**config.mk**
```make
export PLATFORM = sky130hd
export DESIGN_NAME = spiBlock
export DESIGN_NICKNAME = d
export VERILOG_FILES = /design/src/spiBusPkg.sv /design/src/spiCfgPkg.sv /design/src/spiCsr.sv /design/src/spiChannel.sv /design/src/spiReadCollect.sv /design/src/spiBlock.sv
export SDC_FILE = /design/constraint.sdc
export NUM_CORES = 1
export LEC_CHECK = 0
export BUFFER_PORTS_ARGS = -buffer_cell sky130_fd_sc_hd__buf_2
export CAP_MARGIN = 20
export CORE_MARGIN = 2
export CORE_UTILIZATION = 37
export CTS_CLUSTER_DIAMETER = 120
export DETAILED_ROUTE_END_ITERATION = 8
export PLACE_DENSITY_LB_ADDON = 0.25
export SYNTH_ARGS = -nofsm -noshare
export SYNTH_HDL_FRONTEND = slang
export SYNTH_SLANG_ARGS = --single-unit
```
**constraint.sdc**
```tcl
create_clock -name sysClk -period 2.38 [get_ports sysClk]
set_input_delay 0.357 -clock sysClk [delete_from_list [all_inputs] [get_ports sysClk]]
set_output_delay 0.357 -clock sysClk [all_outputs]
set_load 0.02 [all_outputs]
```
**src/spiBusPkg.sv**
```systemverilog
/*
 * Host bus types shared by the SPI block and its bus-side logic.
 * Writes and read requests are single-cycle strobes with no back-pressure.
 */
package spiBusPkg;

	// ------------------------------------------------------------------------
	// Widths
	// ------------------------------------------------------------------------
	localparam int BusAdrsBitDef = 16;	// Default word address width

	typedef logic [BusAdrsBitDef-1:0]	busAdrs_t;	// Word address
	typedef logic [31:0]				busData_t;	// Bus data word

	// ------------------------------------------------------------------------
	// Transfer records
	// ------------------------------------------------------------------------
	// One host write, valid while strobe is high
	typedef struct packed {
		busAdrs_t	adrs;	// Target register
		busData_t	data;	// Write data
		logic		strobe;	// Single-cycle write enable
	} busWr_t;

	// Read request, answered one cycle later
	typedef struct packed {
		busAdrs_t	adrs;	// Register to read
		logic		strobe;	// Single-cycle read enable
	} busRdReq_t;

	// Read response
	typedef struct packed {
		busData_t	data;	// Zero when address is unmapped
		logic		valid;	// One cycle after the request
	} busRdRsp_t;

endpackage

```
**src/spiCfgPkg.sv**
```systemverilog
/*
 * SPI channel types: divider and byte widths, register offsets,
 * and the config and status records passed between CSR, engines and collector.
 */
package spiCfgPkg;

	typedef logic [15:0]	spiDiv_t;	// Half period = div + 1 clocks
	typedef logic [7:0]		spiByte_t;	// Shift width

	// Per-channel register offsets, four words per channel
	typedef enum logic [1:0] {
		RegCtrl	= 2'd0,	// Enable, chip select, busy
		RegDiv	= 2'd1,	// Clock divider
		RegTx	= 2'd2,	// Write starts a transfer
		RegRx	= 2'd3	// Last received byte
	} regOfs_t;

	// RegCtrl bit positions
	localparam int CtrlEnBit	= 0;
	localparam int CtrlCsBit	= 1;
	localparam int CtrlBusyBit	= 2;	// Read only

	// CSR to channel
	typedef struct packed {
		logic		en;			// Channel enable
		logic		csAssert;	// Chip select level while idle
		spiDiv_t	div;
		spiByte_t	txData;
		logic		start;		// One-cycle transfer request
	} chanCfg_t;

	// Channel to collector
	typedef struct packed {
		spiByte_t	rxData;	// Valid from the done cycle on
		logic		busy;
		logic		done;	// One-cycle end of transfer
	} chanStat_t;

	// Channel FSM
	typedef enum logic [1:0] {Idle, Lead, Shift, Trail} chanState_t;

endpackage

```
**src/spiCsr.sv**
```systemverilog
`timescale 1ns/1ps
/*
 * Write side of the register map. Decodes host writes into per-channel
 * control, divider and transmit registers and pulses start on a RegTx write.
 */
module spiCsr #(
	parameter int						NumChan		= 4,
	parameter int						BusAdrsBit	= spiBusPkg::BusAdrsBitDef,
	parameter logic [BusAdrsBit-1:0]	BaseAdrs	= 'h0300
)(
	input	logic									sysClk,
	input	logic									arstN,
	input	spiBusPkg::busWr_t						wr,		// Host write strobe
	output	spiCfgPkg::chanCfg_t [NumChan-1:0]		cfg		// One entry per channel
);

	import spiCfgPkg::*;

	// ------------------------------------------------------------------------
	// Address decode
	// ------------------------------------------------------------------------
	localparam int						ChanBit	= (NumChan > 1) ? $clog2(NumChan) : 1;
	localparam logic [BusAdrsBit-1:0]	MapSize	= BusAdrsBit'(NumChan * 4);

	logic [BusAdrsBit-1:0]	adrs;		// Write address at decode width
	logic [BusAdrsBit-1:0]	ofs;		// Offset from block base
	logic					inMap;
	logic [ChanBit-1:0]		chanSel;
	regOfs_t				regSel;
	logic [NumChan-1:0]		startVec;	// Start bits gathered for checking

	assign adrs		= BusAdrsBit'(wr.adrs);
	assign ofs		= adrs - BaseAdrs;
	assign inMap	= (adrs >= BaseAdrs) && (ofs < MapSize);	// Below base wraps high
	assign chanSel	= ofs[ChanBit+1:2];		// Four words per channel
	assign regSel	= regOfs_t'(ofs[1:0]);

	// ------------------------------------------------------------------------
	// Register file
	// ------------------------------------------------------------------------
	always_ff @(posedge sysClk or negedge arstN)
	begin
		if (!arstN)
		begin
			cfg <= '0;
		end
		else
		begin
			// Start lasts one cycle only
			for (int k = 0; k < NumChan; k++)
			begin
				cfg[k].start <= 1'b0;
			end

			if (wr.strobe && inMap)
			begin
				case (regSel)
					RegCtrl:
					begin
						cfg[chanSel].en			<= wr.data[CtrlEnBit];
						cfg[chanSel].csAssert	<= wr.data[CtrlCsBit];	// Busy bit ignored
					end
					RegDiv:
					begin
						cfg[chanSel].div <= spiDiv_t'(wr.data);
					end
					RegTx:
					begin
						cfg[chanSel].txData	<= spiByte_t'(wr.data);
						cfg[chanSel].start	<= 1'b1;	// Channel decides whether to take it
					end
					default:
					begin
						// RegRx is read only
					end
				endcase
			end
		end
	end

	// ------------------------------------------------------------------------
	// Checks
	// ------------------------------------------------------------------------
	always_comb
	begin
		for (int k = 0; k < NumChan; k++)
		begin
			startVec[k] = cfg[k].start;
		end
	end

	// One write per cycle, so never two channels started together
	startOneHot: assert property (
		@(posedge sysClk) disable iff (!arstN)
		$onehot0(startVec)
	);

endmodule

```
**src/spiChannel.sv**
```systemverilog
`timescale 1ns/1ps
/*
 * One SPI mode-0 byte engine, MSB first. Takes a start pulse when idle and
 * enabled, runs 17 half periods with csN low, then pulses done.
 */
module spiChannel (
	input	logic					sysClk,
	input	logic					arstN,
	input	spiCfgPkg::chanCfg_t	cfg,	// From CSR
	input	logic					miso,
	output	logic					sck,
	output	logic					mosi,
	output	logic					csN,
	output	spiCfgPkg::chanStat_t	stat	// To collector
);

	import spiCfgPkg::*;

	chanState_t		state;
	spiDiv_t		divLatch;	// Divider frozen for the whole byte
	spiDiv_t		halfCnt;	// Clocks left in this half period
	logic [2:0]		bitCnt;		// Falling edges seen
	spiByte_t		txShift;
	spiByte_t		rxShift;
	spiByte_t		rxReg;		// Last complete byte
	logic			doneReg;
	logic			halfEnd;

	assign halfEnd	= (halfCnt == '0);
	assign mosi		= txShift[7];	// First bit already out in Lead
	assign stat		= '{rxData: rxReg, busy: (state != Idle), done: doneReg};

	// ------------------------------------------------------------------------
	// Transfer FSM
	// ------------------------------------------------------------------------
	always_ff @(posedge sysClk or negedge arstN)
	begin
		if (!arstN)
		begin
			state		<= Idle;
			sck			<= 1'b0;
			csN			<= 1'b1;
			divLatch	<= '0;
			halfCnt		<= '0;
			bitCnt		<= '0;
			txShift		<= '0;
			rxShift		<= '0;
			rxReg		<= '0;
			doneReg		<= 1'b0;
		end
		else
		begin
			doneReg <= 1'b0;

			case (state)
				Idle:
				begin
					csN <= ~cfg.csAssert;	// Software-held chip select
					if (cfg.start && cfg.en)
					begin
						state		<= Lead;
						csN			<= 1'b0;
						divLatch	<= cfg.div;
						halfCnt		<= cfg.div;
						bitCnt		<= '0;
						txShift		<= cfg.txData;
					end
				end
				Lead:
				begin
					if (halfEnd)
					begin
						state	<= Shift;
						sck		<= 1'b1;	// First rising edge
						rxShift	<= {rxShift[6:0], miso};
					end
				end
				Shift:
				begin
					if (halfEnd)
					begin
						sck <= ~sck;
						if (!sck)
						begin
							rxShift <= {rxShift[6:0], miso};	// Sample on rise
						end
						else if (bitCnt == 3'd7)
						begin
							state <= Trail;	// Eighth fall, hold low one half
						end
						else
						begin
							txShift	<= txShift << 1;	// Next bit on fall
							bitCnt	<= bitCnt + 3'd1;
						end
					end
				end
				Trail:
				begin
					if (halfEnd)
					begin
						state	<= Idle;
						csN		<= ~cfg.csAssert;
						txShift	<= '0;		// mosi back low
						rxReg	<= rxShift;
						doneReg	<= 1'b1;
					end
				end
				default:
				begin
					state <= Idle;
				end
			endcase

			// Half-period timer, reloaded from the latched divider
			if (state != Idle)
			begin
				halfCnt <= halfEnd ? divLatch : halfCnt - 1'b1;
			end
		end
	end

	// ------------------------------------------------------------------------
	// Checks
	// ------------------------------------------------------------------------
	idleSckLow: assert property (
		@(posedge sysClk) disable iff (!arstN)
		(state == Idle) |-> !sck
	);

	// Idle chip select tracks csAssert with one register stage
	idleCsLevel: assert property (
		@(posedge sysClk) disable iff (!arstN)
		(state == Idle) |-> (csN == !$past(cfg.csAssert))
	);

endmodule

```
**src/spiReadCollect.sv**
```systemverilog
`timescale 1ns/1ps
/*
 * Read side of the register map and interrupt gathering. Answers each
 * read one cycle later and turns channel done strobes into irq pulses.
 */
module spiReadCollect #(
	parameter int						NumChan		= 4,
	parameter int						BusAdrsBit	= spiBusPkg::BusAdrsBitDef,
	parameter logic [BusAdrsBit-1:0]	BaseAdrs	= 'h0300
)(
	input	logic									sysClk,
	input	logic									arstN,
	input	spiBusPkg::busRdReq_t					rdReq,
	input	spiCfgPkg::chanCfg_t [NumChan-1:0]		cfg,	// Control and divider read-back
	input	spiCfgPkg::chanStat_t [NumChan-1:0]		stat,
	output	spiBusPkg::busRdRsp_t					rdRsp,
	output	logic [NumChan-1:0]						irq		// One bit per channel
);

	import spiBusPkg::*;
	import spiCfgPkg::*;

	localparam int						ChanBit	= (NumChan > 1) ? $clog2(NumChan) : 1;
	localparam logic [BusAdrsBit-1:0]	MapSize	= BusAdrsBit'(NumChan * 4);

	logic [BusAdrsBit-1:0]	adrs;
	logic [BusAdrsBit-1:0]	ofs;
	logic					inMap;
	logic [ChanBit-1:0]		chanSel;
	regOfs_t				regSel;
	busData_t				rdData;		// Selected word before the register
	logic [NumChan-1:0]		doneVec;

	assign adrs		= BusAdrsBit'(rdReq.adrs);
	assign ofs		= adrs - BaseAdrs;
	assign inMap	= (adrs >= BaseAdrs) && (ofs < MapSize);
	assign chanSel	= ofs[ChanBit+1:2];
	assign regSel	= regOfs_t'(ofs[1:0]);

	// ------------------------------------------------------------------------
	// Read mux, zero outside the map
	// ------------------------------------------------------------------------
	always_comb
	begin
		rdData = '0;
		if (inMap)
		begin
			case (regSel)
				RegCtrl:
				begin
					rdData[CtrlEnBit]	= cfg[chanSel].en;
					rdData[CtrlCsBit]	= cfg[chanSel].csAssert;
					rdData[CtrlBusyBit]	= stat[chanSel].busy;	// Live
				end
				RegDiv:		rdData = busData_t'(cfg[chanSel].div);
				RegTx:		rdData = busData_t'(cfg[chanSel].txData);
				default:	rdData = busData_t'(stat[chanSel].rxData);
			endcase
		end
	end

	always_comb
	begin
		for (int k = 0; k < NumChan; k++)
		begin
			doneVec[k] = stat[k].done;
		end
	end

	always_ff @(posedge sysClk or negedge arstN)
	begin
		if (!arstN)
		begin
			rdRsp	<= '0;
			irq		<= '0;
		end
		else
		begin
			rdRsp.valid	<= rdReq.strobe;
			rdRsp.data	<= rdReq.strobe ? rdData : '0;
			irq			<= doneVec;	// Done delayed one cycle
		end
	end

	// Back-to-back responses need back-to-back requests
	rspFollowsReq: assert property (
		@(posedge sysClk) disable iff (!arstN)
		(rdRsp.valid && $past(rdRsp.valid)) |-> $past(rdReq.strobe)
	);

endmodule

```
**src/spiBlock.sv**
```systemverilog
`timescale 1ns/1ps
/*
 * Multi-channel SPI master block. Hosts a register slave, NumChan byte
 * engines and a read/interrupt collector behind one strobe bus.
 */
module spiBlock #(
	parameter int						NumChan		= 4,
	parameter int						BusAdrsBit	= spiBusPkg::BusAdrsBitDef,
	parameter logic [BusAdrsBit-1:0]	BaseAdrs	= 'h0300	// Word address of channel 0
)(
	input	logic					sysClk,
	input	logic					arstN,
	// Host bus
	input	spiBusPkg::busWr_t		wr,
	input	spiBusPkg::busRdReq_t	rdReq,
	output	spiBusPkg::busRdRsp_t	rdRsp,
	output	logic [NumChan-1:0]		irq,
	// SPI pins, one bit per channel
	output	logic [NumChan-1:0]		sck,
	output	logic [NumChan-1:0]		mosi,
	output	logic [NumChan-1:0]		csN,
	input	logic [NumChan-1:0]		miso
);

	import spiCfgPkg::*;

	chanCfg_t [NumChan-1:0]		cfg;	// CSR to engines and collector
	chanStat_t [NumChan-1:0]	stat;	// Engines to collector

	// ------------------------------------------------------------------------
	// Register slave
	// ------------------------------------------------------------------------
	spiCsr #(
		.NumChan		(NumChan),
		.BusAdrsBit		(BusAdrsBit),
		.BaseAdrs		(BaseAdrs)
	) spiCsr_i (
		.sysClk			(sysClk),
		.arstN			(arstN),
		.wr				(wr),
		.cfg			(cfg)
	);

	// ------------------------------------------------------------------------
	// Channel engines
	// ------------------------------------------------------------------------
	for (genvar k = 0; k < NumChan; k++)
	begin : genChan
		spiChannel spiChannel_i (
			.sysClk		(sysClk),
			.arstN		(arstN),
			.cfg		(cfg[k]),
			.miso		(miso[k]),
			.sck		(sck[k]),
			.mosi		(mosi[k]),
			.csN		(csN[k]),
			.stat		(stat[k])
		);
	end

	// Read-back and interrupts
	spiReadCollect #(
		.NumChan		(NumChan),
		.BusAdrsBit		(BusAdrsBit),
		.BaseAdrs		(BaseAdrs)
	) spiReadCollect_i (
		.sysClk			(sysClk),
		.arstN			(arstN),
		.rdReq			(rdReq),
		.cfg			(cfg),
		.stat			(stat),
		.rdRsp			(rdRsp),
		.irq			(irq)
	);

endmodule

```
### Yosys cells after proc, flatten, opt, wreduce, memory -nomap -nowiden

Cells that the tools add are included.

* output and inout bits: 49
* word-level logic and storage cells: 385
* bits in registers: 401
* bits of input ports: 72

* $add $sub $neg: 10
* magnitude comparators: 7
* muxes and demuxes: 161
* reduce and logical (&&, ||, !) cells: 84
* equal/unequal tests: 52
* bitwise operators: 8

Operators by type and width (count)
* bitwise mux 108 bit: 5
* one-hot mux 108 bit (3 select lines): 1
* two-way mux 16 bit: 17
* demux 27 bit (select 2 bit): 5
* two-way mux 8 bit: 32
* one-hot mux 8 bit (3 select lines): 4
* two-way mux 82 bit: 1
* logical NOT 16 bit: 4
* one-hot mux 8 bit (2 select lines): 4
* subtractor 16 x 1 -> 16 bit (second input constant): 4
* binary-select mux 27 bit (select 2 bit): 1
* two-way mux 27 bit: 2
* two-way mux 2 bit: 24
* two-way mux 3 bit: 16
* != test 2 x 1 -> 1 bit (second input constant): 24
* AND reduction 6 bit: 8
* nonzero test 2 bit: 24
* one-hot mux 13 bit (3 select lines): 1
* AND reduction 2 bit: 17
* >= comparator 16 x 10 -> 1 bit (second input constant): 2
* less-than comparator 16 x 5 -> 1 bit (second input constant): 2
* two-way mux 32 bit: 1
* one-hot mux 2 bit (4 select lines): 4
* subtractor 16 x 10 -> 16 bit (second input constant): 2
* other kinds (23): 117

### Depth between registers and ports, before layout

* depth after elaboration: 9
* depth in mapped cells: 9
* gate-level depth less buffers: 7

### Hierarchy

From an unflattened synthesis, not the netlist that was laid out.

* cell total of the unflattened synthesis: 1655
* area total of the unflattened synthesis: 19842.8 um2

Modules (own cells, without submodules)
* spiChannel: instances 4, sequential area each 1602.8 um2, area each 3428.3 um2, cells an instance 315
* spiCsr: instances 1, sequential area each 2702.6 um2, area each 4265.3 um2, cells an instance 253
* spiReadCollect: instances 1, sequential area each 525.5 um2, area each 1864.3 um2, cells an instance 142

### Worst setup path after synthesis

OpenSTA, ideal clock, no wires.

* path kind: reg2reg
* from: register genChan[3].spiChannel_i.halfCnt[0]
* to: register genChan[3].spiChannel_i.txShift[1]
* library setup time: 0.125 ns
* data arrival time: 2.403 ns
* data required time: 2.255 ns
* path slack: -0.148 ns
* path buffers: 1
* stages on the path, launching flop included: 9
* period minus slack after synthesis: 2.528 ns
* cells stage by stage: dfrtp_1 > inv_1 > ha_1 > or3b_2 > clkbuf_1 > nor2_1 > nand2_1 > a22oi_2 > mux2_2

* longest elaborated chain between the ends: 3
* elaborated cells between the ends (all ways): 4
* those cells by class: eq/ne: 2; reduce/logical: 2

Ends and longest elaborated chain
* from (decl): line spiChannel.sv:21 `spiDiv_t halfCnt;`
* from (signal assigned): line spiChannel.sv:64 `halfCnt <= cfg.div;`
* from (signal assigned): line spiChannel.sv:118 `halfCnt <= halfEnd ? divLatch : halfCnt - 1'b1;`
* logical NOT 16 bit *: line spiChannel.sv:29 `assign halfEnd = (halfCnt == '0);`
* != test 2 x 1 -> 1 bit (no line)
* AND reduction 6 bit (no line) *
* to (signal assigned): line spiChannel.sv:66 `txShift <= cfg.txData;`
* to (signal assigned): line spiChannel.sv:93 `txShift <= txShift << 1;`
* to (decl): line spiChannel.sv:23 `spiByte_t txShift;`

Every way passes the cells marked *; elsewhere a longest branch is shown, timed or not.
A chain may end at the register's enable or synchronous reset.

### Worst setup path after layout

* from: register genChan[0].spiChannel_i.halfCnt[0]
* to: register genChan[0].spiChannel_i.rxReg[0]

* longest elaborated chain between the ends: 2

Ends and longest elaborated chain
* from (decl): line spiChannel.sv:21
* from (signal assigned): line spiChannel.sv:64
* from (signal assigned): line spiChannel.sv:118
* logical NOT 16 bit: line spiChannel.sv:29
* AND reduction 2 bit (no line)
* to (signal assigned): line spiChannel.sv:105 `rxReg <= rxShift;`
* to (decl): line spiChannel.sv:25 `spiByte_t rxReg;`

Every way passes these cells.

==> impl_results.md <==
- Slew HR: approximately 57%
- P_sw: approximately 0.0031 W
- Vias in the first global route: 13.83k
- Area growth, synth to finish: 18.21%
- Slew @ Worst Pin: ~650 ps
- YS warnings: 0
- Worst Path Max Fanout: 9
- Net Sw Frac: between 20% and 30%
- Mapped Area: just under 20,000 um^2
- Crit path max-delay cell type: or4b_4
- Tot GR Track Use: between 10% and 20%
- Fin Setup TNS: -503.0 ps
- Vert. Die Dim: between 200 and 250 um
- Routed Antenna Nets: 0
- Number of DRC markers in iteration 0: roughly 850
- RSZ-0062 raised after global routing: yes
- Post-synth EDFFs: 0
- Yosys top cell area share: 49.18%
- Period minus WS final: approximately 2500 ps
- Worst-Skew Late Latency: 590 ps
- Initial antenna violation count: 6
- CTS max path bufs: 3
- GRT Residual Overflow: 0
- Most common cell on crit path: or3_4
- First-pass GRT wire length: roughly 80,000 um
- Main synth FF type: dfrtp_1
- CTS Buf Count: 45
- Setup violations, final: 8
- Cells after Synth: around 1.6k
- Violated checks: negative setup slack
- Leak: 11.11 nW
- Hold Path Origin: miso[3]
- Die area: approximately 54,000 um^2
- Most common cell in the netlist: dfrtp_1
- CTS tree: built
- Met1 Use GR: a little over a quarter
- Post-synth top cells: dfrtp_1, mux2_2, nand2_1, o21ai_0, a21oi_1
- DRC Markers: 0
- Hold WC Path Type: in -> reg
- Critical path, cell by cell: inv_2 -> ha_4 -> or4b_4 -> or3_4 -> or3_4 -> buf_12 -> mux2_4
- Number of placement rows: just over 80
- CP Data Arrival Time: a little under 3000 ps
- FF+latch count, synth: 385
- Fin. Hold Viols: 0
- Setup CP Type: reg -> reg
- Routing usage on met3: between 2 and 3%
- Met2 usage: a little under a third
- Core area: about 52,000 um^2
- Buffers & Inverters on Critical Path: 2
- WL/cell: just over 20 um
- Yosys cell types: 79
- TritonRoute pass-1 iters: 5
- Multi-input gate area: 9173 um^2
- Fin worst setup slack: -76.80 ps
- Combinational Power Share: 2.9%
- Htree depth: 2
- Max Clk Rate: roughly 400 MHz
- FF-to-FF Start: genChan[0].spiChannel_i.halfCnt[0]
- VDD IR-drop max: 0.4764 mV
- Top Family by Delay on Critical Path: simple AND/OR/NAND/NOR gates
- Final hold slack: roughly 21 ps
- Critical Path Sink Type: register
- Setup crit start: genChan[0].spiChannel_i.halfCnt[0]
- Reg clk slew, reported paths: roughly 60 ps
- RD Place Congestion: roughly 0.83
- Final worst path period share: 103.2%
- GRT Max-Usage Layer: met2
- Total Power: around 0.014 W
- Initial cell density of the core: 37.64%
- TritonCTS Sinks: 385
- Max-cap violations: 0
- Vias per Instance: approximately 5.4
- Root buffer cell: clkbuf_16
- Width of the die: about 230 um
- Flop pwr share: around 47%
- Worst Path Required: around 2900 ps
- Detailed Route WL: about 51,000 um
- Pint: 0.01087 W
- Critical path launch point type: register
- Pin count of the biggest net entering global routing: 100
- Register Area: around 9600 um^2
- Mean Syn Cell Area: roughly 12 um^2
- Total number of vias: 13.66k
- Main area contributors after synthesis: dfrtp_1, mux2_2, mux4_2, mux2i_1, o21ai_0
- FFs w/ async S/R, synth: between 90% and 100%
- Layout cells sized above 1: 35.71%
- Worst Skew: approximately 20 ps
- Ports: around 120
- Max-slew violation count: 0
- Clk pwr share: 49.7%
- Status: complete, but fails checks
- Worst path max stage delay: 460 ps
- Fillers: ~4.8k
- P per Cell Area: ~600 nW/um^2
- Port buffer count: between 80 and 90
- Post-DP HPWL: between 30,000 and 40,000 um
- Area leader, netlist: dfrtp_1
- Register area share after synthesis: ~50%
- NumNets Final: 1,903
-- cell families (layout without fill, tap and decap cells) --
logic type / count (synthesis) / in the layout / share of synthesized area [%]
DFF: 385 / 385 / 49.72
muxes: 382 / 382 / 24.21
and+or+nand+nor: 372 / 372 / 10.02
AOI/OAI and AO/OA: 288 / 288 / 9.074
buffers and inverters: 154 / 333 / 3.717
adders and majority gates: 32 / 32 / 2.065
xor gates and xnor gates: 26 / 26 / 1.175
other: 1 / 21 / 0.01934
-- flip-flops by register name, summed over array words and instances (netlist names) --
| register | count |
|---|---|
| genChan.spiChannel_i.rxShift | 32 |
| genChan.spiChannel_i.divLatch | 64 |
| genChan.spiChannel_i.txShift | 32 |
| genChan.spiChannel_i.bitCnt | 12 |
| genChan.spiChannel_i.sck | 4 |
| genChan.spiChannel_i.halfCnt | 64 |
| spiReadCollect_i.rdRsp | 17 |
| genChan.spiChannel_i.state | 8 |
| genChan.spiChannel_i.doneReg | 4 |
| genChan.spiChannel_i.csN | 4 |
| spiReadCollect_i.irq | 4 |
| spiCsr_i.cfg | 108 |
| genChan.spiChannel_i.rxReg | 32 |
-- power by group through the flow --
stage          combinational (W)  sequential (W)  clock [W]
2_1_floorplan           0.000166         0.00674          0
3_3_place_gp            0.000408         0.00675          0
3_5_place_dp            0.000417         0.00675          0
4_1_cts                 0.000424         0.00664    0.00711
5_1_grt                 0.000460         0.00664    0.00737
6_report                0.000411         0.00664    0.00695
-- layout by cell type, fill, tap and decap left out, drive strengths merged, types with 6 or more instances in the layout --
cell    count
nor2       75
or4         8
a21oi      80
and3       13
nor2b      16
or2         6
dfrtp     381
xor2        7
nand4      12
o21ai     100
o22ai      19
mux4       38
conb       16
clkinv     11
ha         32
clkbuf     68
buf       207
mux2i      52
a22oi      14
nor3       24
nand3      33
inv        40
o41ai       6
nor3b      17
or3         7
nand2b     11
nand2     113
xnor2      19
a31oi       6
o31ai       9
mux2      292
nor4       15
a22o       10
-- path summary, 6_finish.rpt --
| path | slack [ps] | cells past startpoint | to |
|---|---|---|---|
| worst max register to register | -80 | 7 | genChan[0].spiChannel_i.rxReg[0] |
| worst min register to register | 350 | 0 | spiReadCollect_i.irq[1] |
| worst min-delay path | 20 | 2 | genChan[3].spiChannel_i.rxShift[0] |
| min in group asynchronous | 270 | 2 | spiCsr_i.cfg[69] |
| max in group asynchronous | 1250 | 3 | genChan[1].spiChannel_i.rxShift[3] |
| worst max-delay path | -80 | 7 | genChan[0].spiChannel_i.rxReg[0] |
-- layout make-up --
cell class | count | area share (%)
repair buffers | 212 | 6.988
flip-flops and latches | 385 | 42.06
clock buffers | 68 | 5.863
well taps | 680 | 3.712
multi-input cells | 1116 | 40.02
clock inverters | 14 | 0.6551
diodes | 5 | 0.05459
inverters | 39 | 0.6387
-- metrics by stage --
stage / area (um^2) / std cells / utilization (%) / worst slack (ps)
after detailed placement: 21230 / 2420 / 41.21 / -106.5
final: 22920 / 2519 / 44.49 / -76.80
after global placement: 21230 / 2420 / 41.21 / -82.50
after floorplan: 19460 / 1655 / - / -87.50
after CTS: 22800 / 2507 / 44.27 / -95.59
after global routing: 22910 / 2517 / 44.48 / -124.9
-- layer usage --
layer  share of wire (%)  up-vias
met5               0.049        -
met4                 3.1        4
met3                 4.2       88
met2                  47      299
met1                  46     6961
li1                    -     6305
-- repair_timing --
action                                 CTS  global route
endpoints found under the hold margin   37             0
hold buffers                             5             0
pin swaps                                1             7
gates resized for setup                  9            17
setup endpoints to repair               50            73
buffers inserted                         0             7
(Power assumes the default switching activity.)
